`src/box_cfg.svh`:
```
`ifndef BOX_CFG_SVH
`define BOX_CFG_SVH

// Image geometry, fixed per build.
`define BOX_IMG_COLS 32
`define BOX_IMG_ROWS 24

// Window shape. The column datapath is built for a radius of 8.
`define BOX_RADIUS   8
`define BOX_WIN      (2 * `BOX_RADIUS + 1)
`define BOX_WIN_AREA (`BOX_WIN * `BOX_WIN)

`define BOX_COL_W    10 // Row and column counter width.

// APB register map.
`define BOX_ADDR_CTRL   4'h0
`define BOX_ADDR_OFFSET 4'h4
`define BOX_ADDR_STATUS 4'h8

`endif

```
`src/box_pkg.sv`:
```
`include "box_cfg.svh"

package box_pkg;

    typedef struct packed {
        logic [`BOX_COL_W-1:0] row;
        logic [`BOX_COL_W-1:0] col;
        logic                  row_start; // First pixel of a line.
        logic                  win_valid; // Window fully inside the image.
    } pix_tag_t;

    // Sample 0 is the oldest row, the last one is the current pixel.
    typedef struct packed {
        logic [`BOX_WIN-1:0][7:0] samp;
        pix_tag_t                 tag;
    } column_t;

    typedef struct packed {
        logic [12:0] sum;
        pix_tag_t    tag;
    } col_sum_t;

    typedef struct packed {
        logic [16:0]           sum;
        logic [7:0]            centre;
        logic                  bin;
        logic [`BOX_COL_W-1:0] row;
        logic [`BOX_COL_W-1:0] col;
    } win_result_t;

    typedef struct packed {
        logic [3:0]  paddr;
        logic        psel;
        logic        penable;
        logic        pwrite;
        logic [31:0] pwdata;
    } apb_req_t;

    typedef struct packed {
        logic [31:0] prdata;
        logic        pready;
        logic        pslverr;
    } apb_rsp_t;

    typedef enum logic [1:0] {
        ST_IDLE,
        ST_ACTIVE,
        ST_DONE
    } frame_state_e;

    typedef enum logic [3:0] {
        REG_CTRL   = `BOX_ADDR_CTRL,
        REG_OFFSET = `BOX_ADDR_OFFSET,
        REG_STATUS = `BOX_ADDR_STATUS
    } reg_addr_e;

endpackage

```
`src/line_buffer.sv`:
```
`timescale 1ns/1ps
`include "box_cfg.svh"

module line_buffer (
    input  logic              clk,
    input  logic              rst,
    input  logic              i_pix_valid,
    input  logic [7:0]        i_pix,
    input  box_pkg::pix_tag_t i_tag,
    output logic              o_col_valid,
    output box_pkg::column_t  o_col
);
    localparam int LINES = `BOX_WIN - 1;
    localparam int AW    = $clog2(`BOX_IMG_COLS);

    // Line k holds the row k+1 above the current one.
    logic [7:0] line_mem [LINES][`BOX_IMG_COLS];
    logic [4:0] lines_seen;
    logic [AW-1:0] wr_col;

    assign wr_col = i_tag.col[AW-1:0];

    // Each strobe pushes its column one line further down.
    always_ff @(posedge clk) begin
        if (i_pix_valid) begin
            line_mem[0][wr_col] <= i_pix;
            for (int k = 1; k < LINES; k++) begin
                line_mem[k][wr_col] <= line_mem[k-1][wr_col];
            end
        end
    end

    // Counts completed lines so unwritten memory reads as zero.
    always_ff @(posedge clk) begin
        if (rst) begin
            lines_seen <= '0;
        end else if (i_pix_valid && (i_tag.col == `BOX_IMG_COLS - 1)
                     && (lines_seen != 5'(LINES))) begin
            lines_seen <= lines_seen + 1'b1;
        end
    end

    always_ff @(posedge clk) begin
        if (rst) begin
            o_col_valid <= 1'b0;
        end else begin
            o_col_valid <= i_pix_valid;
        end
    end

    always_ff @(posedge clk) begin
        if (i_pix_valid) begin
            o_col.tag         <= i_tag;
            o_col.samp[LINES] <= i_pix; // Newest sample.
            for (int k = 0; k < LINES; k++) begin
                o_col.samp[LINES-1-k] <= (k < lines_seen) ? line_mem[k][wr_col] : 8'd0;
            end
        end
    end

    a_col_in_range: assert property (@(posedge clk) disable iff (rst)
        i_pix_valid |-> (i_tag.col < `BOX_IMG_COLS))
        else $error("line_buffer column tag %0d out of range", i_tag.col);

endmodule

```
`config.mk`:
```
export PLATFORM = sky130hd
export DESIGN_NAME = line_buffer
export DESIGN_NICKNAME = d
export VERILOG_FILES = /design/src/box_pkg.sv /design/src/line_buffer.sv
export VERILOG_INCLUDE_DIRS = /design/src /design/src/src
export SDC_FILE = /design/constraint.sdc
export NUM_CORES = 2
export LEC_CHECK = 0
export BUFFER_PORTS_ARGS = -buffer_cell sky130_fd_sc_hd__buf_2
export CAP_MARGIN = 20
export CORE_MARGIN = 2
export CORE_UTILIZATION = 45
export CTS_BUF_LIST = sky130_fd_sc_hd__clkbuf_2 sky130_fd_sc_hd__clkbuf_4 sky130_fd_sc_hd__clkbuf_8
export CTS_CLUSTER_DIAMETER = 150
export DETAILED_ROUTE_END_ITERATION = 10
export GPL_TIMING_DRIVEN = 1
export SLEW_MARGIN = 20
export SYNTH_ARGS = -nofsm -noshare
export SYNTH_HDL_FRONTEND = slang
export SYNTH_SLANG_ARGS = --single-unit
```
`constraint.sdc`:
```
create_clock -name clk -period 14 [get_ports clk]
set_input_delay 2.8 -clock clk [delete_from_list [all_inputs] [get_ports clk]]
set_output_delay 2.8 -clock clk [all_outputs]
set_load 0.05 [all_outputs]
```
* After elaboration in Yosys (flattened, before gate mapping)
Memory sizes are Yosys's and may differ from the RTL's. Cells that the tools add are included. W data, S select, Z words.
Operators by class: divide/modulo/power cells 0, add/sub/neg operators 1, $lt $le $gt $ge 18, muxes and demuxes 52, reduce and logical (&&, ||, !) cells 3, equality and inequality tests 2, bitwise gates (word level) 1, $mul 0, shift operators 0
Operators with widths (count):
- $bmux W8 S5 | 16
- $mux W8 | 33
- $mux W256 | 1
- $demux W8 S5 | 1
- $lt A4 B5 Y1 const A | 8
- $lt A3 B5 Y1 const A | 4
- $eq A10 B5 Y1 const B | 1
- $lt A1 B5 Y1 const A | 2
- $lt A2 B5 Y1 const A | 2
- $ge A6 B6 Y1 const B | 1
- $lt A6 B1 Y1 const B | 1
- $not A5 Y6 | 1
- $add A5 B1 Y5 const B | 1
- $ne A5 B5 Y1 const B | 1
- $logic_and A1 B1 Y1 | 3
- $mux W1 | 1
Word-level totals: bits of input ports 33, latch bits 0, bits in registers 164, memory bits (read-only) 0, logic and storage cells 101, memories kept 1, bits in writable memories 4096, output and inout port bits 159
Memories:
- line_mem | depth 16, bits a word 256, rd ports 16, clocked after memory_dff 0, wr ports 16, line line_buffer.sv:17 | logic [7:0] line_mem [LINES][`BOX_IMG_COLS];

* Depth between registers and ports, before layout
depth in word-level cells 6, mapped depth 8, depth with buffers taken out 6

* Worst setup path after synthesis
OpenSTA, ideal clock, no wires.
kind input -> register, from input i_tag[3] (netlist bit), to memory line_mem[0][40] (netlist bit) (enable), slack 691 ps, buffers on the path 4, arrival time 12537 ps, cell stages on the path 6, setup time 772 ps, required time 13228 ps, cell sequence buf_2 buf_2 clkbuf_1 buf_2 nand3b_1 nor3_1
RTL lines:
- start: declaration | line line_buffer.sv:9 | input box_pkg::pix_tag_t i_tag,
- end: declaration | line line_buffer.sv:17

==> run metrics <==
status completed; RSZ-0062 raised after global routing false; clk_skew 0.0869 ns; worst slack, placed 5.13 ns; total grt overflow 0; Worst-Skew Late Latency 1.24 ns; largest cells by area after synthesis edfxtp_1, mux2i_1, o22ai_1, nor4_1, buf_2; vias 87.8k; hold endpoint lines_seen[1]$_SDFFE_PP0P_; sequential share of the synthesized area 0.798; Max VDD drop 0.000103 V; Die ar. 361,000 µm²; drt pass-1 iters 5; Netlist cell types 38; Final Max Slew Viols 0; # resized after CTS 0; Core Util, Final 0.509; Tmin final 7.68 ns; setup_tns 0 ns; cell taking the most area after synthesis edfxtp_1; Die Height 601 µm; switching share of power 0.230; flops & latches, synth 4,260; Clock Tree Buf Depth 4; Starting Density 0.451; R2R Path Start lines_seen[4]$_SDFFE_PP0P_; FFs w/ async S/R, synth 0; CTS Buf Count 676; Critical Path AT 8.37 ns; WS Path Type in -> reg; largest net degree at the start of global routing 139; Worst Hold Launch lines_seen[1]$_SDFFE_PP0P_; P&R area growth vs syn 12.8%; antenna violations before repair 16; CTS hold repair buffers 0; FP Rows 219; WHS Path Cells 2; DP HPWL 224 mm; Post-CTS Setup Repair Bufs 0; most common cell in the netlist edfxtp_1; Clk pwr share 0.393; f_max 130 MHz; Critical Path Sink Type register; residual DRC count 0; global-route wire length before repair 661 mm; Worst Tran Pin Value 1.23 ns; min-delay worst type reg -> reg; Yosys top cell area share 0.797; worst-case reg-to-reg path depth 4; CTS sink count 4,260; drt wl/cell 33.5 µm; DR iter-0 viols 11.3k; vias in the first global route 84.2k; R2R setup slack 10.93 ns; GRT Overall Usage 0.258; CTS root buffer clkbuf_8; Buffers on Ports 191; Die Wd 601 µm; synthesized instance count 8,417; Setup WS post-layout 6.32 ns; critical path launch point type input port; Layout Nets 9,068; CTS tree built; P_leak 0.0627 µW; core area 355,000 µm²; Routability Congestion 0.762; cell area power density 146 nW/µm²; syn_nets 8,452; Worst EP required 14.69 ns; Final Cycle Share 0.548; Yosys warning count 0; Avg Synthesized Cell Area 19.0 µm²; max-cap violations 0; final WL 480 mm; Slew HR 0.182; R2R Path End o_col[101]$_SDFFCE_PP0P_; top cells by count, synth edfxtp_1, mux2i_1, o22ai_1; Routed Antenna Nets 0; most used flip-flop cell after synthesis edfxtp_1; fraction of layout cells with a size suffix above 1 0.157; internal power 20,300 µW; Worst-path clk slew 0.06 ns; met1 Use GR 0.371; Post-synth EDFFs 4,254; I/O pins 192; post-synthesis cell area 160,000 µm²; H-tree levels 6; met3 Usage GRT 0.0350; Setup Viol. Count Final 0; part of the power in registers 0.554; Vias/cell 6.13; NetSw 6050 µW; global route hottest layer met2; GR met2 Demand/Resource 0.416; final hold vios 0; Logic pwr share 0.053; Max FO, Critical Path 91
## metal layers
layer / vias up / part of all wire
met5: - / 0.000027
met4: 2 / 0.025
met3: 792 / 0.090
met2: 4749 / 0.48
met1: 46300 / 0.41
li1: 35900 / -
## worst max path at each step
stage | cells after the start | slack [ns] | start | end
floorplan | 6 | 0.69 | i_tag[3] | line_mem[0][40]$_DFFE_PP_
global placement | 9 | 5.26 | i_tag[3] | line_mem[8][20]$_DFFE_PP_
detailed placement | 9 | 5.13 | i_tag[3] | line_mem[8][165]$_DFFE_PP_
CTS | 9 | 6.44 | i_tag[3] | line_mem[8][117]$_DFFE_PP_
global route | 9 | 6.09 | i_tag[3] | line_mem[8][221]$_DFFE_PP_
finish | 9 | 6.32 | i_tag[3] | line_mem[8][221]$_DFFE_PP_
## metrics by stage
step | hold slack (ns) | total power [µW] | cells | instance area (µm²)
2_1_floorplan | 0.632 | 15700 | 8417 | 160000
3_3_place_gp | 0.671 | 16200 | 13100 | 167000
3_5_place_dp | 0.698 | 16200 | 13100 | 168000
4_1_cts | 0.712 | 26400 | 14300 | 181000
5_1_grt | 0.790 | 27100 | 14300 | 181000
6_report | 0.725 | 26300 | 14300 | 181000
## state kept, by name, summed over array words and instances, names as in the netlist
| name | cells |
|---|---|
| o_col | 158 |
| line_mem | 4096 |
| o_col_valid | 1 |
| lines_seen | 5 |
## layout make-up
cell class              instances  area, µm²
fillers                     28600     174000
flip-flops and latches       4260     128000
multi-input cells            3683      30700
clock buffers                 901      11000
well taps                    4751       5940
repair buffers                408       3140
clock inverters               301       1920
diodes                         13       32.5
inverters                       4       22.5
## logic make-up (layout without fill, tap and decap cells)
| kind of cell | after synthesis | in the layout | synth area share |
|---|---|---|---|
| adder cells (fa/ha/maj) | 2 | 2 | 0.000156 |
| AND/OR/NAND/NOR | 461 | 461 | 0.0160 |
| flip-flops | 4260 | 4260 | 0.798 |
| buffers and inverters | 474 | 1614 | 0.0128 |
| AO/OA/AOI/OAI | 1171 | 1171 | 0.0448 |
| multiplexers | 2049 | 2049 | 0.128 |
| other | 0 | 13 | 0 |
## power by group through the flow
stage | Combinational [µW] | Sequential, µW | Clock [µW]
5_1_grt | 1490 | 14600 | 11000
2_1_floorplan | 786 | 14900 | 0
4_1_cts | 1390 | 14600 | 10500
3_5_place_dp | 1380 | 14900 | 0
3_3_place_gp | 1340 | 14800 | 0
6_report | 1400 | 14600 | 10300
## critical path, stage by stage
cell and delay (ns):
buf_12 0.49, buf_4 0.72, buf_4 0.85, buf_4 0.63
buf_4 0.92, mux2i_1 0.30, o22ai_1 0.13, nor4_1 0.51
nand2_1 0.70
## cells in the final DEF (no fill, tap or decap), drive strengths merged, types with 33 or more instances in the layout
cell / count
edfxtp: 4254
mux2i: 2048
o22ai: 1024
clkbuf: 901
buf: 408
nor4: 257
clkinv: 245
a21oi: 128
nand2: 124
inv: 34
nor2: 33
(Power assumes the default switching activity.)
