**src/box_cfg.svh**
```systemverilog
`ifndef BOX_CFG_SVH
`define BOX_CFG_SVH

// Image geometry, fixed per build.
`define BOX_IMG_COLS 32
`define BOX_IMG_ROWS 24

// Window shape. The column datapath is built for a radius of 8.
`define BOX_RADIUS   8
`define BOX_WIN      (2 * `BOX_RADIUS + 1)
`define BOX_WIN_AREA (`BOX_WIN * `BOX_WIN)

`define BOX_COL_W    10 // Row and column counter width.

// APB register map.
`define BOX_ADDR_CTRL   4'h0
`define BOX_ADDR_OFFSET 4'h4
`define BOX_ADDR_STATUS 4'h8

`endif

```
**src/box_pkg.sv**
```systemverilog
`include "box_cfg.svh"

package box_pkg;

    typedef struct packed {
        logic [`BOX_COL_W-1:0] row;
        logic [`BOX_COL_W-1:0] col;
        logic                  row_start; // First pixel of a line.
        logic                  win_valid; // Window fully inside the image.
    } pix_tag_t;

    // Sample 0 is the oldest row, the last one is the current pixel.
    typedef struct packed {
        logic [`BOX_WIN-1:0][7:0] samp;
        pix_tag_t                 tag;
    } column_t;

    typedef struct packed {
        logic [12:0] sum;
        pix_tag_t    tag;
    } col_sum_t;

    typedef struct packed {
        logic [16:0]           sum;
        logic [7:0]            centre;
        logic                  bin;
        logic [`BOX_COL_W-1:0] row;
        logic [`BOX_COL_W-1:0] col;
    } win_result_t;

    typedef struct packed {
        logic [3:0]  paddr;
        logic        psel;
        logic        penable;
        logic        pwrite;
        logic [31:0] pwdata;
    } apb_req_t;

    typedef struct packed {
        logic [31:0] prdata;
        logic        pready;
        logic        pslverr;
    } apb_rsp_t;

    typedef enum logic [1:0] {
        ST_IDLE,
        ST_ACTIVE,
        ST_DONE
    } frame_state_e;

    typedef enum logic [3:0] {
        REG_CTRL   = `BOX_ADDR_CTRL,
        REG_OFFSET = `BOX_ADDR_OFFSET,
        REG_STATUS = `BOX_ADDR_STATUS
    } reg_addr_e;

endpackage

```
**src/window_accumulator.sv**
```systemverilog
`timescale 1ns/1ps
`include "box_cfg.svh"

module window_accumulator (
    input  logic                 clk,
    input  logic                 rst,
    input  logic                 i_sum_valid,
    input  box_pkg::col_sum_t    i_sum,
    input  logic [7:0]           i_centre,
    input  logic signed [7:0]    i_offset,
    output logic                 o_out_valid,
    output box_pkg::win_result_t o_out
);
    import box_pkg::*;

    localparam int                    HIST    = `BOX_WIN;
    localparam int                    CDLY    = `BOX_RADIUS;
    localparam logic [16:0]           MAX_SUM = `BOX_WIN_AREA * 255;
    localparam logic signed [21:0]    AREA    = `BOX_WIN_AREA;
    localparam logic [`BOX_COL_W-1:0] RAD     = `BOX_RADIUS;

    logic [12:0]        hist [HIST];  // Entry 0 is the latest column.
    logic [7:0]         cdly [CDLY];
    logic [16:0]        run_sum;
    logic [16:0]        next_sum;
    logic               s1_valid;
    pix_tag_t           s1_tag;
    logic [7:0]         s1_centre;
    logic signed [10:0] pix_off;
    logic signed [21:0] thr;

    // Drop the column leaving the window, add the new one.
    assign next_sum = (i_sum.tag.row_start ? 17'd0 : run_sum - {4'b0, hist[HIST-1]})
                      + {4'b0, i_sum.sum};

    always_ff @(posedge clk) begin
        if (rst) begin
            run_sum  <= '0;
            s1_valid <= 1'b0;
        end else begin
            s1_valid <= i_sum_valid & i_sum.tag.win_valid;
            if (i_sum_valid) begin
                run_sum <= next_sum;
            end
        end
    end

    always_ff @(posedge clk) begin
        if (i_sum_valid) begin
            hist[0] <= i_sum.sum;
            for (int i = 1; i < HIST; i++) begin
                hist[i] <= i_sum.tag.row_start ? 13'd0 : hist[i-1];
            end
            cdly[0] <= i_centre;
            for (int i = 1; i < CDLY; i++) begin
                cdly[i] <= cdly[i-1];
            end
            s1_tag    <= i_sum.tag;
            s1_centre <= cdly[CDLY-1]; // Centre column is 8 behind.
        end
    end

    // Threshold compare, scaled by the area to avoid a divide.
    assign pix_off = $signed({3'b000, s1_centre}) + i_offset;
    assign thr     = pix_off * AREA;

    always_ff @(posedge clk) begin
        if (rst) begin
            o_out_valid <= 1'b0;
        end else begin
            o_out_valid <= s1_valid;
        end
    end

    always_ff @(posedge clk) begin
        if (s1_valid) begin
            o_out.sum    <= run_sum;
            o_out.centre <= s1_centre;
            o_out.bin    <= (thr >= $signed({5'b0, run_sum}));
            o_out.row    <= s1_tag.row - RAD;
            o_out.col    <= s1_tag.col - RAD;
        end
    end

    a_sum_bounded: assert property (@(posedge clk) disable iff (rst)
        i_sum_valid |=> (run_sum <= MAX_SUM))
        else $error("window_accumulator running sum overflow %0h", run_sum);

endmodule

```
**config.mk**
```make
export PLATFORM = sky130hd
export DESIGN_NAME = window_accumulator
export DESIGN_NICKNAME = d
export VERILOG_FILES = /design/src/box_pkg.sv /design/src/window_accumulator.sv
export VERILOG_INCLUDE_DIRS = /design/src /design/src/src
export SDC_FILE = /design/constraint.sdc
export NUM_CORES = 1
export LEC_CHECK = 0
export ABC_CLOCK_PERIOD_IN_PS = 9700
export BUFFER_PORTS_ARGS = -buffer_cell sky130_fd_sc_hd__buf_2
export CAP_MARGIN = 20
export CORE_MARGIN = 4
export CORE_UTILIZATION = 50
export DETAILED_ROUTE_END_ITERATION = 12
export PLACE_DENSITY = 0.68
export SKIP_LAST_GASP = 1
export SLEW_MARGIN = 10
export SYNTH_ARGS = -nofsm -noshare
export SYNTH_HDL_FRONTEND = slang
export SYNTH_SLANG_ARGS = --single-unit
```
**constraint.sdc**
```tcl
create_clock -name clk -period 9.7 [get_ports clk]
set_input_delay 1.94 -clock clk [delete_from_list [all_inputs] [get_ports clk]]
set_output_delay 1.94 -clock clk [all_outputs]
set_load 0.02 [all_outputs]
```
Yosys cells after proc, flatten, opt, wreduce, memory -nomap -nowiden
Memories as Yosys holds them, arrays and structs flattened. A register that Yosys moved wholly into a read port is not among the register bits. Index checks and enable logic that the tools add are counted.

Memory bits (writable): 285. Input port bits: 54. Word-level logic and storage cells: 39. Output and inout bits: 47. Register bits: 85. Memories: 2.

Memories: hist (words 17, bits a word 13, read ports 17, clocked after Yosys merged registers in 0, wr ports 17, line window_accumulator.sv:22) `logic [12:0] hist [HIST];`; cdly (words 8, bits a word 8, read ports 8, clocked after Yosys merged registers in 1, wr ports 8, line window_accumulator.sv:23) `logic [7:0] cdly [CDLY];`.

Add/subtract/negate cells: 5. Mux-type cells: 19. Magnitude comparators: 1. $mul: 1. Bitwise logic cells: 1.

Operator list (number): 13-bit two-way mux (16); 20-bit by 18-bit >= comparator with 1-bit output (1); 10-bit by 10-bit multiplier with 20-bit output, second input constant (1); 10-bit by 4-bit subtractor with 10-bit output, second input constant (2); 17-bit by 13-bit adder with 17-bit output (1); 17-bit two-way mux (1); 17-bit by 13-bit subtractor with 17-bit output (1); 9-bit by 8-bit adder with 10-bit output (1); 1-bit two-way mux (2); 1-bit bitwise AND (1).

Depth between registers and ports, before layout
Depth after elaboration: 3. Mapped depth: 27. Mapped depth without buffers: 27.

Worst setup path after synthesis
OpenSTA, ideal clock, no wires.

Path type: input to register. Start point: in i_offset[0]. End point: reg o_out[20] in the netlist's numbering (data pin). Cell stages on the path: 25. Setup time: 0.167 ns. Arrival time: 7.179 ns. Data required time: 9.533 ns. Path buffers: 0. Setup slack: 2.354 ns. Cell sequence: ha_1 fa_1 a21o_1 a21oi_1 o21bai_1 a21oi_1 o21bai_1 a21oi_1 xnor2_1 ha_1 ha_1 ha_1 inv_1 fa_1 inv_1 ha_1 o41ai_1 o21bai_1 a211oi_1 nor2_1 ha_1 o2111ai_1 o311ai_0 o21ai_0 a211oi_1.

Cells in the longest elaborated chain, start to end: 3.

Ends and longest elaborated chain: start: declaration (line window_accumulator.sv:10) `input logic signed [7:0] i_offset,`; 9-bit by 8-bit adder with 10-bit output (line window_accumulator.sv:64) `assign pix_off = $signed({3'b000, s1_centre}) + i_offset;`; 10-bit by 10-bit multiplier with 20-bit output (line window_accumulator.sv:65) `assign thr = pix_off * AREA;`; 20-bit by 18-bit >= comparator with 1-bit output (line window_accumulator.sv:79) `o_out.bin <= (thr >= $signed({5'b0, run_sum}));`; end: declaration (line window_accumulator.sv:12) `output box_pkg::win_result_t o_out`.

No other way between the ends. A chain may end at the register's enable or synchronous reset.

Worst setup path after layout
Ends and elaborated chain as after synthesis.

==> metrics.yaml <==
run_status:
  status: "finished clean"
setup_path:
  cp-start-kind: "primary input"
  cp_data_arrival_time_ns: 7.95
  ff2ff_path_depth: 25
  crit_fanout: 4
  worst_ep_required_time_ns: 10.04
  rr_startpoint: "s1_centre[0]"
  crit_start: "i_offset[0]"
  crit_type: "primary input to flop"
  critPathCaptureType: "flop"
floorplanning:
  row_count: 66
  dieArea_sq_um: 35800
  start_util_pct: 50.6
  die_x_um: 189
  die_h_um: 189
  ios: 101
  core-area_sq_um: 32500
cells_and_area:
  drive_gt1_share_pct: 13.4
  instances_no_fill: 1723
  n_antenna_cell: 0
  layout.nets: 1413
  areaGrowthSynthToFinish_pct: 13.6
  final_util_pct: 57.5
worst_hold_path:
  min_path_cells: 0
  hold_class: "flop to flop"
  min-delay-start: "cdly[1][7]"
global_route:
  gr-total-overflow: 0
  grt_pass1_vias: 8421
  grt_max_degree: 166
  grt_first_pass_wirelength_um: 41900
  antenna_found_initial: 0
  grt_use_total_pct: 14.2
cts:
  htreeDepth: 2
  clk_pin_slew_worst_paths_ns: 0.06
  holdBufCountCts: 0
  cts_root_buf: "clkbuf_16"
  clock_latency_ns: 0.52
  cts.repair.resized: 0
  cts_setup_buffers: 0
  numCtsBuffers: 39
  cts.sinks: 378
  cts_tree: "done"
  clock_path_buffers: 3
timing:
  worstMarginPinSlew_ns: 1.05
  fmax_mhz: 131
  relSlewSlack_pct: 30.1
  hold_viol: 0
  final.setup.tns_ns: 0
  fin_crit_sh_pct: 78.5
  finClkSkew_ns: 0.0163
  slew_viol_final: 0
  setup-violations-final: 0
  fin_crit_ns: 7.61
  rsz0062_at_grt: "no"
synth:
  yosysSeqAreaShare_pct: 68.0
  synthCells: 1139
  yosys_warnings: 0
  synthDistinctLibCells: 58
  syn_area_per_cell_sq_um: 14.4
  async_reset_ff_share_pct: 0
  synth_nets: 1300
  synth_edf_count: 359
  syn-cell-area_sq_um: 16400
  synthFlopType: "edfxtp_1"
  ys_ff_latch: 378
route:
  totalWireLength_um: 26000
  antenna_left: 0
  drt-initial-drc-count: 554
  avgViaCountPerCell: 5.06
  wl_per_cell_um: 15.1
  firstDrtPassIters: 4
  vias: 8724
  post-route-drc-count: 0
pwr:
  vdd_drop_max_mv: 0.143
  total_power_mw: 4.73
  powerDensity_nw_per_um2: 254
  total_leakage_power_nw: 7.18
placement:
  hpwl_um: 16400
  portBuffers: 100
  placed_cells: 1652
  place.gp.congestion: 0.835
flow_run:
  cap_violations: 0
[cell usage after synthesis, types with 3 or more instances]
| cell type | n | area share [%] |
|---|---|---|
| xor2_1 | 19 | 1.0 |
| mux2i_1 | 11 | 0.67 |
| o21a_1 | 6 | 0.27 |
| edfxtp_1 | 359 | 66 |
| ha_1 | 95 | 7.2 |
| and3_1 | 5 | 0.19 |
| clkbuf_1 | 30 | 0.69 |
| nand4_1 | 3 | 0.11 |
| or2_2 | 3 | 0.11 |
| a21o_1 | 10 | 0.46 |
| nor2b_1 | 215 | 8.2 |
| nand2_1 | 31 | 0.71 |
| nor2_1 | 54 | 1.2 |
| xnor2_1 | 27 | 1.4 |
| nor3_1 | 16 | 0.49 |
| o21ai_0 | 22 | 0.67 |
| a31oi_1 | 6 | 0.23 |
| fa_1 | 12 | 1.5 |
| dfxtp_1 | 19 | 2.3 |
| o21bai_1 | 9 | 0.41 |
| o211ai_1 | 4 | 0.18 |
| inv_1 | 80 | 1.8 |
| nand3_1 | 9 | 0.27 |
| a21oi_1 | 32 | 0.98 |
| nor4_1 | 4 | 0.15 |
| and2_1 | 3 | 0.11 |
| a2111oi_0 | 3 | 0.16 |
| a211oi_1 | 15 | 0.69 |
[power breakdown]
group / internal (mW) / switching, mW / total (mW)
combinational: 0.593 / 0.734 / 1.33
sequential: 1.92 / 0.0516 / 1.97
clock: 0.839 / 0.596 / 1.44
[worst paths after layout]
check / endpoint / slack [ns]
setup reg to reg: o_out[20] / 3.17
setup / recovery: o_out[20] / 2.09
hold / removal: cdly[2][7] / 0.42
hold reg to reg: cdly[2][7] / 0.42
[placed cells by master, fill, tap and decap left out, types with 9 or more instances in the layout]
| master | n |
|---|---|
| edfxtp_1 | 359 |
| nor2b_1 | 215 |
| buf_2 | 98 |
| ha_1 | 95 |
| inv_1 | 80 |
| nor2_1 | 54 |
| clkbuf_16 | 40 |
| a21oi_1 | 32 |
| nand2_1 | 31 |
| xnor2_1 | 27 |
| o21ai_0 | 22 |
| xor2_1 | 19 |
| dfxtp_1 | 18 |
| nor3_1 | 16 |
| a211oi_1 | 15 |
| fa_1 | 12 |
| mux2i_1 | 11 |
| clkbuf_1 | 11 |
| a21o_1 | 10 |
| nand3_1 | 9 |
| o21bai_1 | 9 |
[metal layers]
metal	track usage, %	vias up	wire [um]
met4	3.90	0	505
met3	2.36	38	969
li1	-	4310	-
met1	20.7	4244	12500
met5	0	-	0
met2	22.4	132	12000
[critical path, cell delays in order]
cell and delay [ns]:
buf_2 0.10, ha_1 0.22, fa_1 0.41, a21o_1 0.18, a21oi_1 0.22, o21bai_1 0.10
a21oi_1 0.27, o21bai_1 0.11, a21oi_1 0.18, xnor2_1 0.24, ha_1 0.31, ha_1 0.29
ha_1 0.27, inv_1 0.05, fa_1 0.49, inv_1 0.04, ha_1 0.23, o41ai_1 0.60
o21bai_1 0.12, a211oi_1 0.24, nor2_1 0.08, ha_1 0.31, o2111ai_1 0.10, o311ai_0 0.46
o21ai_0 0.14, a211oi_1 0.26
[through the flow]
stage               setup slack, ns  hold WS, ns  area, sq um
finish                         2.09        0.415        18600
global route                   1.65        0.421        18600
CTS                            2.09        0.415        18600
detailed placement             1.58        0.405        17400
global placement               1.88        0.401        17400
floorplan                      2.35        0.400        16400
[registers in the layout, summed over array words and instances, names as in the netlist]
register,cells
hist,221
cdly,64
o_out,46
s1_tag,20
run_sum,17
s1_centre,8
o_out_valid,1
s1_valid,1
[final cells by class]
class	count	area, sq um
Fill cell	2573	13800
Sequential cell	378	11200
Multi-Input combinational cell	649	4820
Clock buffer	54	1080
Timing Repair Buffer	104	572
Tap cell	442	553
Inverter	80	300
Clock inverter	16	154
[logic make-up after synthesis]
family / Yosys count / synth area share, %
xor+xnor: 46 / 2.45
simple gates: 353 / 12.1
fa+ha+maj: 107 / 8.71
flops: 378 / 68.0
other cells: 1 / 0.0228
compound gates: 127 / 5.15
mux: 15 / 0.968
buf+inv: 112 / 2.61
(Power assumes the default switching activity.)
