==> config.mk <==
export PLATFORM = sky130hd
export DESIGN_NAME = frame_ctrl
export DESIGN_NICKNAME = d
export VERILOG_FILES = /design/src/box_pkg.sv /design/src/frame_ctrl.sv
export VERILOG_INCLUDE_DIRS = /design/src /design/src/src
export SDC_FILE = /design/constraint.sdc
export NUM_CORES = 1
export LEC_CHECK = 0
export CAP_MARGIN = 20
export CORE_MARGIN = 2
export CORE_UTILIZATION = 51
export DETAILED_ROUTE_END_ITERATION = 8
export DONT_BUFFER_PORTS = 1
export PLACE_DENSITY = 0.66
export SYNTH_ARGS = -nofsm -noshare
export SYNTH_HDL_FRONTEND = slang
export SYNTH_SLANG_ARGS = --single-unit
==> constraint.sdc <==
create_clock -name clk -period 3.1 [get_ports clk]
set_input_delay 0.155 -clock clk [delete_from_list [all_inputs] [get_ports clk]]
set_output_delay 0.155 -clock clk [all_outputs]
set_load 0.02 [all_outputs]
==> src/box_cfg.svh <==
`ifndef BOX_CFG_SVH
`define BOX_CFG_SVH

// Image geometry, fixed per build.
`define BOX_IMG_COLS 32
`define BOX_IMG_ROWS 24

// Window shape. The column datapath is built for a radius of 8.
`define BOX_RADIUS   8
`define BOX_WIN      (2 * `BOX_RADIUS + 1)
`define BOX_WIN_AREA (`BOX_WIN * `BOX_WIN)

`define BOX_COL_W    10 // Row and column counter width.

// APB register map.
`define BOX_ADDR_CTRL   4'h0
`define BOX_ADDR_OFFSET 4'h4
`define BOX_ADDR_STATUS 4'h8

`endif

==> src/box_pkg.sv <==
`include "box_cfg.svh"

package box_pkg;

    typedef struct packed {
        logic [`BOX_COL_W-1:0] row;
        logic [`BOX_COL_W-1:0] col;
        logic                  row_start; // First pixel of a line.
        logic                  win_valid; // Window fully inside the image.
    } pix_tag_t;

    // Sample 0 is the oldest row, the last one is the current pixel.
    typedef struct packed {
        logic [`BOX_WIN-1:0][7:0] samp;
        pix_tag_t                 tag;
    } column_t;

    typedef struct packed {
        logic [12:0] sum;
        pix_tag_t    tag;
    } col_sum_t;

    typedef struct packed {
        logic [16:0]           sum;
        logic [7:0]            centre;
        logic                  bin;
        logic [`BOX_COL_W-1:0] row;
        logic [`BOX_COL_W-1:0] col;
    } win_result_t;

    typedef struct packed {
        logic [3:0]  paddr;
        logic        psel;
        logic        penable;
        logic        pwrite;
        logic [31:0] pwdata;
    } apb_req_t;

    typedef struct packed {
        logic [31:0] prdata;
        logic        pready;
        logic        pslverr;
    } apb_rsp_t;

    typedef enum logic [1:0] {
        ST_IDLE,
        ST_ACTIVE,
        ST_DONE
    } frame_state_e;

    typedef enum logic [3:0] {
        REG_CTRL   = `BOX_ADDR_CTRL,
        REG_OFFSET = `BOX_ADDR_OFFSET,
        REG_STATUS = `BOX_ADDR_STATUS
    } reg_addr_e;

endpackage

==> src/frame_ctrl.sv <==
`timescale 1ns/1ps
`include "box_cfg.svh"

module frame_ctrl (
    input  logic              clk,
    input  logic              rst,
    input  logic              i_enable,
    input  logic              i_pix_valid,
    output box_pkg::pix_tag_t o_tag,
    output logic              o_pix_valid,
    output logic              o_frame_done
);
    import box_pkg::*;

    localparam int CW = `BOX_COL_W;

    frame_state_e  state_q;
    logic [CW-1:0] row_q;
    logic [CW-1:0] col_q;
    logic          accept;
    logic          last_col;
    logic          last_pix;

    assign accept   = i_enable & i_pix_valid; // Strobes ignored while disabled.
    assign last_col = (col_q == CW'(`BOX_IMG_COLS - 1));
    assign last_pix = last_col && (row_q == CW'(`BOX_IMG_ROWS - 1));

    // Raster position of the next accepted pixel.
    always_ff @(posedge clk) begin
        if (rst) begin
            row_q <= '0;
            col_q <= '0;
        end else if (accept) begin
            if (last_col) begin
                col_q <= '0;
                row_q <= last_pix ? '0 : row_q + 1'b1;
            end else begin
                col_q <= col_q + 1'b1;
            end
        end
    end

    always_ff @(posedge clk) begin
        if (rst) begin
            state_q <= ST_IDLE;
        end else begin
            case (state_q)
                ST_IDLE: begin
                    if (accept) begin
                        state_q <= last_pix ? ST_DONE : ST_ACTIVE;
                    end
                end
                ST_ACTIVE: begin
                    if (accept && last_pix) begin
                        state_q <= ST_DONE;
                    end
                end
                ST_DONE: state_q <= accept ? ST_ACTIVE : ST_IDLE; // Back-to-back frames.
                default: state_q <= ST_IDLE;
            endcase
        end
    end

    assign o_frame_done = (state_q == ST_DONE);
    assign o_pix_valid  = accept;
    assign o_tag = '{
        row:       row_q,
        col:       col_q,
        row_start: (col_q == '0),
        win_valid: (row_q >= CW'(`BOX_WIN - 1)) && (col_q >= CW'(`BOX_WIN - 1))
    };

    a_pos_in_bounds: assert property (@(posedge clk) disable iff (rst)
        accept |=> (row_q < `BOX_IMG_ROWS) && (col_q < `BOX_IMG_COLS))
        else $error("frame_ctrl position out of bounds row=%0d col=%0d", row_q, col_q);

endmodule

==> Word-level counts from Yosys, hierarchy flattened <==
Index checks and enable logic that the tools add are counted.
{ "totals": {"ff_bits": 22, "in_bits": 4, "out_inout_bits": 24, "word_cells": 28} }
{ "op_classes": {"add_sub_neg": 2, "magnitude_cmp": 2, "eq_ne": 6, "mux": 7, "n_bitwise": 1, "reduce_logical": 7} }
{ "op_table": {"columns": ["operator", "count"], "rows": [
  ["10-bit by 1-bit adder with 10-bit output, second input constant", 2],
  ["10-bit by 5-bit == test with 1-bit output, second input constant", 2],
  ["10-bit by 5-bit >= comparator with 1-bit output, second input constant", 2],
  ["10-bit two-way mux", 2],
  ["10-bit logical NOT", 1],
  ["2-bit two-way mux", 3],
  ["2-bit one-hot mux with 3 select lines", 1],
  ["2-bit != test, second input constant", 2],
  ["2-bit AND reduction", 2],
  ["1-bit logical AND", 3],
  ["2-bit by 1-bit == test with 1-bit output, second input constant", 1],
  ["2-bit == test, second input constant", 1],
  ["2-bit logical NOT", 1],
  ["1-bit AND", 1],
  ["1-bit two-way mux", 1]
]} }

==> Logic depth before layout (Yosys ltp) <==
Gate-level depths: netlist of run 1.
{ "logic_depth": {"ltp_word": 5, "mapped_depth": 8} }

==> Worst setup path before layout of run 1 <==
OpenSTA, ideal clock, no wires.
{ "synth_timing": {"path_kind": "reg2reg", "startpoint": "register col_q[0]", "endpoint": "register row_q[8]", "setup_time_ps": 71, "arrival_ps": 1640, "setup_slack_ps": 1389, "path_stages_with_launch": 7, "synth_period_minus_slack_ps": 1711, "path_cell_list": "dfxtp_1 ha_1 and3_4 buf_6 nand4_4 or4_1 a21oi_1"} }
{ "synth_via": {"elab_chain_len": 3, "elab_cells_between_ends": 4} }
{ "synth_rtl": {"columns": ["item", "line", "rtl"], "rows": [
  ["from (decl)", "frame_ctrl.sv:19", "logic [CW-1:0] col_q;"],
  ["from (signal assigned)", "frame_ctrl.sv:38", "col_q <= col_q + 1'b1;"],
  ["10-bit by 5-bit == test with 1-bit output *", "frame_ctrl.sv:25", "assign last_col = (col_q == CW'(`BOX_IMG_COLS - 1));"],
  ["1-bit logical AND", "frame_ctrl.sv:26", "assign last_pix = last_col && (row_q == CW'(`BOX_IMG_ROWS - 1));"],
  ["10-bit two-way mux", "frame_ctrl.sv:36", "row_q <= last_pix ? '0 : row_q + 1'b1;"],
  ["to (signal assigned)", "frame_ctrl.sv:36", null],
  ["to (decl)", "frame_ctrl.sv:18", "logic [CW-1:0] row_q;"]
]} }
Mark *: on every way between the ends. The rest lies on a longest branch, timed or not.
A chain may end at the register's enable or synchronous reset.

==> flow_metrics.py, run 1 <==
metrics = {
    "global_routing": {
        "overflow": 0,
        "grt_use_total": 0.200,
        "grt_pass1_wl_um": 4010,
        "antenna_found_initial": 0,
        "grt_max_degree": 13,
        "grt_pass1_vias": 879,
    },
    "timing": {
        "slew_violations": 0,
        "grt_setup_unrepaired": "no",
        "period_share": 0.634,
        "fin_crit_ps": 1970,
        "worst_pin_slew_ps": 618,
        "tns_ps": 0,
        "setup_ws_ps": 1130,
        "clock_skew_ps": 11.0,
        "timing.hold.ws_ps": 84.1,
        "setup_violations": 0,
        "fmax_ghz": 0.509,
        "hold_viol": 0,
        "slew_headroom": 0.585,
    },
    "critical_path": {
        "startpoint_type": "register",
        "cp.buffers_inverters": 0,
        "crit_chain": "nor3_2 > nand2_1 > nor3_1",
        "crit_slowest_cell": "nor3_1",
        "worst_setup_path_end_kind": "output port",
        "crit_family": "simple AND/OR/NAND/NOR gates",
        "crit_fanout": 7,
        "worstPathArrival_ps": 1810,
        "max_stage_delay_ps": 540,
        "path_class": "register to output port",
        "cp.required_ps": 2940,
        "regToRegSetupSlack_ps": 1170,
    },
    "clocking": {
        "cts-resized-gates": 0,
        "root_buffer": "clkbuf_4",
        "cts.sinks": 22,
        "htree_num_levels": 1,
        "cts_buffers": 3,
        "clock_path_buffers": 2,
        "insertion_delay_ps": 310,
        "cts_tree": "yes",
        "clk_pin_slew_worst_paths_ps": 130,
    },
    "synth": {
        "yosysSeqAreaShare": 0.370,
        "syn_nets": 141,
        "yosys_warnings": 0,
        "syn_area_um2": 1190,
        "synthArstFlopShare": 0,
        "syn_area_per_cell_um2": 8.96,
        "synthCells": 133,
        "netlist.area_leader.share": 0.370,
        "yosys_most_used_dff": "dfxtp_1",
        "synthTopCellsByArea": "dfxtp_1, xnor2_1, ha_1",
        "synth.most_common_cell": "dfxtp_1",
        "netlist_top_cells_count": "dfxtp_1, nor2_1, a21oi_1, xnor2_1, nor3_1",
        "synth.distinct_cells": 40,
        "synth_edf_count": 0,
        "ys_seq_elements": 22,
        "synth_top_cell_by_area": "dfxtp_1",
    },
    "power": {
        "p_per_area_nw_per_um2": 384,
        "ir_drop_uv": 229,
        "leakage_nw": 0.413,
    },
    "detailed_routing": {
        "drtIter0Drc": 33,
        "route.detailed.drc": 0,
        "vias_per_cell": 5.74,
        "ant_nets": 0,
        "vias": 919,
        "wl_per_cell_um": 15.1,
        "first_pass_iters": 4,
        "routed_wl_um": 2420,
    },
    "floorplanning": {
        "die_width_um": 52.3,
        "dieArea_um2": 2740,
        "start_util": 0.538,
        "core.rowCount": 17,
        "pin_count": 28,
        "die_h_um": 52.3,
        "core_um2": 2210,
    },
    "placement": {
        "gp_congestion": 0.767,
        "port_buffers": 0,
        "dp_slack_ps": 1200,
        "dp_hpwl_um": 1750,
    },
    "run_status": {
        "status": "complete, no violations",
    },
    "run": {
        "cap_viol_max_count": 0,
    },
    "hold_path": {
        "hold_path_class": "primary input to register",
    },
    "layout": {
        "diodes": 0,
        "drive_above_1_share": 0.129,
        "nets": 141,
        "synthToLayoutAreaGrowth_pct": 2.94,
    },
}
==> cells in the final DEF (no fill, tap or decap), types with 3 or more instances in the layout <==
cell type,count
a21oi_1,8
inv_1,6
nor3_1,7
clkbuf_4,3
nor2_2,6
xnor2_1,8
nor2_1,13
xor2_1,3
mux2i_1,4
o21ai_0,5
dfxtp_1,22
nand2_1,4
nand3_1,6
ha_1,4
nand4_1,4
==> power by group <==
| part | leakage (nW) | internal, mW | switching, mW |
|---|---|---|---|
| clock network | 0.0210 | 0.0717 | 0.0871 |
| registers | 0.178 | 0.285 | 0.00579 |
| logic | 0.214 | 0.00704 | 0.0135 |
| total | 0.413 | 0.364 | 0.106 |
==> area by class of cell <==
type,instances,area (µm²)
tap,28,35.0
sequential,22,440
multi-input combinational,99,682
clock buffer,4,36.3
timing repair buffer,1,10.0
inverter,6,22.5
fill,210,986
==> metal layers <==
metal / GRT usage / wire length (µm)
met1: 0.244 / 1100
met2: 0.327 / 1130
met3: 0.0429 / 138
met4: 0.103 / 46
met5: 0 / 0
==> final timing paths <==
path                                  from    endpoint  depth (start not counted)
worst max-delay path              col_q[5]    o_tag[1]                          3
worst min-delay path                   rst    row_q[7]                          2
worst max register to register    col_q[0]    col_q[7]                          5
worst min register to register  state_q[1]  state_q[1]                          1
==> kinds of logic after synthesis <==
kind of cell | Yosys count | synth area share
and+or+nand+nor | 63 | 0.333
DFF | 22 | 0.370
AOI/OAI and AO/OA | 17 | 0.0830
buffers and inverters | 12 | 0.0578
xor gates and xnor gates | 11 | 0.0809
muxes | 4 | 0.0336
adders and majority gates | 4 | 0.0420
==> registers in the layout, summed over array words and instances, names as in the netlist <==
signal and count:
col_q 10, state_q 2, row_q 10
==> through the flow <==
stage	area [µm²]	utilization	power [mW]	std cells
global placement	1180	0.533	0.314	155
floorplan	1190	-	0.315	133
global route	1230	0.554	0.491	160
finish	1230	0.554	0.470	160
CTS	1230	0.554	0.475	160
detailed placement	1180	0.533	0.315	155
==> what timing repair did <==
action | 4_1_cts | 5_1_grt
endpoints found under the hold margin | 11 | 0
hold buffers | 1 | 0
setup buffers | 0 | 0
endpoints found under the setup margin | 0 | 0
No activity file was read; power rests on OpenSTA's default activity.
==> run 2: changes to the inputs <==
--- a/config.mk
+++ b/config.mk
@@ -6,12 +6,13 @@
 export SDC_FILE = /design/constraint.sdc
 export NUM_CORES = 1
 export LEC_CHECK = 0
+export ABC_AREA = 1
 export CAP_MARGIN = 20
 export CORE_MARGIN = 2
 export CORE_UTILIZATION = 51
 export DETAILED_ROUTE_END_ITERATION = 8
 export DONT_BUFFER_PORTS = 1
-export PLACE_DENSITY = 0.66
+export PLACE_DENSITY = 0.69
 export SYNTH_ARGS = -nofsm -noshare
 export SYNTH_HDL_FRONTEND = slang
 export SYNTH_SLANG_ARGS = --single-unit
==> constraint.sdc (replaced) <==
create_clock -name clk -period 1.7 [get_ports clk]
set_input_delay 0.085 -clock clk [delete_from_list [all_inputs] [get_ports clk]]
set_output_delay 0.085 -clock clk [all_outputs]
set_load 0.02 [all_outputs]
==> run 2 against run 1 <==
  * Synthesized area is 12% higher
  * Sequential power increased by 81%
  * Core utilization grew 5.0 points
  * First-iteration DRC count rose by 33%
  * Final area increased by 22%
  * Wire length increased by 28%
  * Largest cell class unchanged
==> flow_metrics.py, run 2 <==
metrics = {
    "global_routing": {
        "grt_pass1_vias": 1206,
        "grt_max_degree": 13,
        "overflow": 0,
        "grt_use_total": 0.229,
        "grt_pass1_wl_um": 5010,
        "antenna_found_initial": 0,
    },
    "power": {
        "ir_drop_uv": 571,
        "pwr-share-seq": 0.594,
        "p_int_mw": 0.669,
        "comb_power_share": 0.063,
        "power.switching_mw": 0.218,
        "p_per_area_nw_per_um2": 593,
        "sw_frac_of_total": 0.246,
        "leakage_nw": 0.680,
        "pwr-share-clk": 0.343,
    },
    "clocking": {
        "clock_path_buffers": 2,
        "cts_setup_buffers": 0,
        "cts.sinks": 22,
        "htree_num_levels": 1,
        "insertion_delay_ps": 320,
        "cts_tree": "yes",
        "cts_buffers": 3,
        "root_buffer": "clkbuf_4",
        "clk_pin_slew_worst_paths_ps": 130,
    },
    "layout": {
        "stdcell_area_um2": 1500,
        "layout_commonest_cell": "nand2_1",
        "top_regs": "col_q: 10 flops, row_q: 10 flops, state_q: 2 flops",
        "stdcell_count": 246,
        "drive_above_1_share": 0.162,
        "final_cell_mix": "nand2_1, inv_1, nor2_1",
        "nets": 225,
        "fin_util": 0.604,
        "synthToLayoutAreaGrowth_pct": 12.3,
        "diodes": 0,
    },
    "synth": {
        "netlist.area_leader.share": 0.331,
        "ys_seq_elements": 22,
        "synth.most_common_cell": "nand2_1",
        "synthTopCellsByArea": "dfxtp_1, nand2_1, nor2_1",
        "synthCells": 202,
        "syn_area_um2": 1330,
        "synthArstFlopShare": 0,
        "yosysSeqAreaShare": 0.331,
        "yosys_most_used_dff": "dfxtp_1",
        "synth_edf_count": 0,
        "syn_area_per_cell_um2": 6.60,
        "synth_top_cell_by_area": "dfxtp_1",
        "netlist_top_cells_count": "nand2_1, nor2_1, inv_1",
        "syn_nets": 210,
        "yosys_warnings": 0,
        "synth.distinct_cells": 32,
    },
    "timing": {
        "setup_violations": 0,
        "slew_violations": 0,
        "period_share": 0.934,
        "timing.hold.ws_ps": 34.9,
        "hold_viol": 0,
        "grt_setup_unrepaired": "no",
        "fin_crit_ps": 1590,
        "fmax_ghz": 0.629,
        "tns_ps": 0,
        "slew_headroom": 0.715,
        "worst_pin_slew_ps": 428,
        "clock_skew_ps": 7.84,
    },
    "critical_path": {
        "cp.required_ps": 1620,
        "startpoint_type": "register",
        "crit_slowest_cell": "dfxtp_1",
        "worst_setup_path_end_kind": "output port",
        "crit_chain": "nor2_2 > nand4_1 > o21ai_0 > inv_1",
        "worstPathArrival_ps": 1500,
        "crit_fanout": 7,
        "path_class": "register to output port",
        "max_stage_delay_ps": 610,
    },
    "floorplanning": {
        "start_util": 0.538,
        "pin_count": 28,
        "core.rowCount": 18,
        "die_width_um": 55.1,
        "die_h_um": 55.1,
        "core_um2": 2480,
        "dieArea_um2": 3040,
    },
    "detailed_routing": {
        "route.detailed.drc": 0,
        "first_pass_iters": 4,
        "wl_per_cell_um": 12.6,
        "drtIter0Drc": 44,
        "vias_per_cell": 5.32,
        "ant_nets": 0,
        "vias": 1309,
        "routed_wl_um": 3090,
    },
    "placement": {
        "place_inst": 241,
        "dpl_cell_area_um2": 1440,
        "dp_hpwl_um": 2370,
        "gp_congestion": 0.915,
        "port_buffers": 0,
    },
    "run_status": {
        "status": "complete, no violations",
    },
    "run": {
        "cap_viol_max_count": 0,
    },
    "hold_path": {
        "hold_path_class": "primary input to register",
    },
}
## run 2: changes by cell type after synthesis, sizes merged, moves of 2 or more
cell	before	now
a21oi	8	13
and3	2	0
and4	3	0
buf	4	2
inv	6	33
mux2i	4	0
nand2	5	48
nand3	6	19
nor2	19	36
nor3	8	4
nor4	2	0
or3	2	0
xnor2	8	0
## run 2: worst max-delay path, delay by kind of cell, from the launching register on
family	cells	cell delay [ps]
flops	1	610
buf+inv	1	170
simple gates	2	300
compound gates	1	120
## run 2: what timing repair did
| item | in CTS | in global routing |
|---|---|---|
| setup endpoints to repair | 0 | 9 |
| gates resized for setup | 0 | 3 |
| endpoints found under the hold margin | 12 | 0 |
| hold buffers | 1 | 0 |
## run 2: per-stage QoR
stage	power [mW]	setup slack (ps)
floorplan	0.576	172
global placement	0.586	149
detailed placement	0.588	130
CTS	0.883	8.01
global route	0.910	9.85
finish	0.887	111
## run 2: kinds of logic after synthesis
| group | after synthesis | synth area share |
|---|---|---|
| adder cells (fa/ha/maj) | 4 | 0.0376 |
| XOR/XNOR | 3 | 0.0197 |
| AND/OR/NAND/NOR | 114 | 0.405 |
| AO/OA/AOI/OAI | 22 | 0.0986 |
| flip-flops | 22 | 0.331 |
| buffers and inverters | 37 | 0.109 |
## run 2: final timing paths
kind / to / slack (ps) / from / cells past startpoint
max: o_tag[0] / 110 / col_q[8] / 4
min: col_q[1] / 30 / i_pix_valid / 2
max reg2reg: col_q[9] / 180 / col_q[0] / 8
min reg2reg: row_q[3] / 540 / row_q[3] / 2
## run 2: power groups by stage
stage	sequential, mW	clock, mW	combinational [mW]
floorplan	0.540	0	0.0364
global route	0.527	0.319	0.0638
CTS	0.526	0.302	0.0555
detailed placement	0.538	0	0.0502
global placement	0.537	0	0.0484
finish	0.527	0.304	0.0563
## run 2: cell type report
class | instances | area, µm²
clock buffer | 4 | 36.3
fill | 256 | 981
timing repair buffer | 13 | 100
inverter | 34 | 129
multi-input combinational | 143 | 752
sequential | 22 | 442
tap | 30 | 37.5
## run 2: per-layer routing
metal	global-route usage	up-vias	wire [µm]
li1	-	663	-
met1	0.273	604	1400
met2	0.389	38	1460
met3	0.0699	4	194
met4	0.0772	0	37
met5	0	-	0
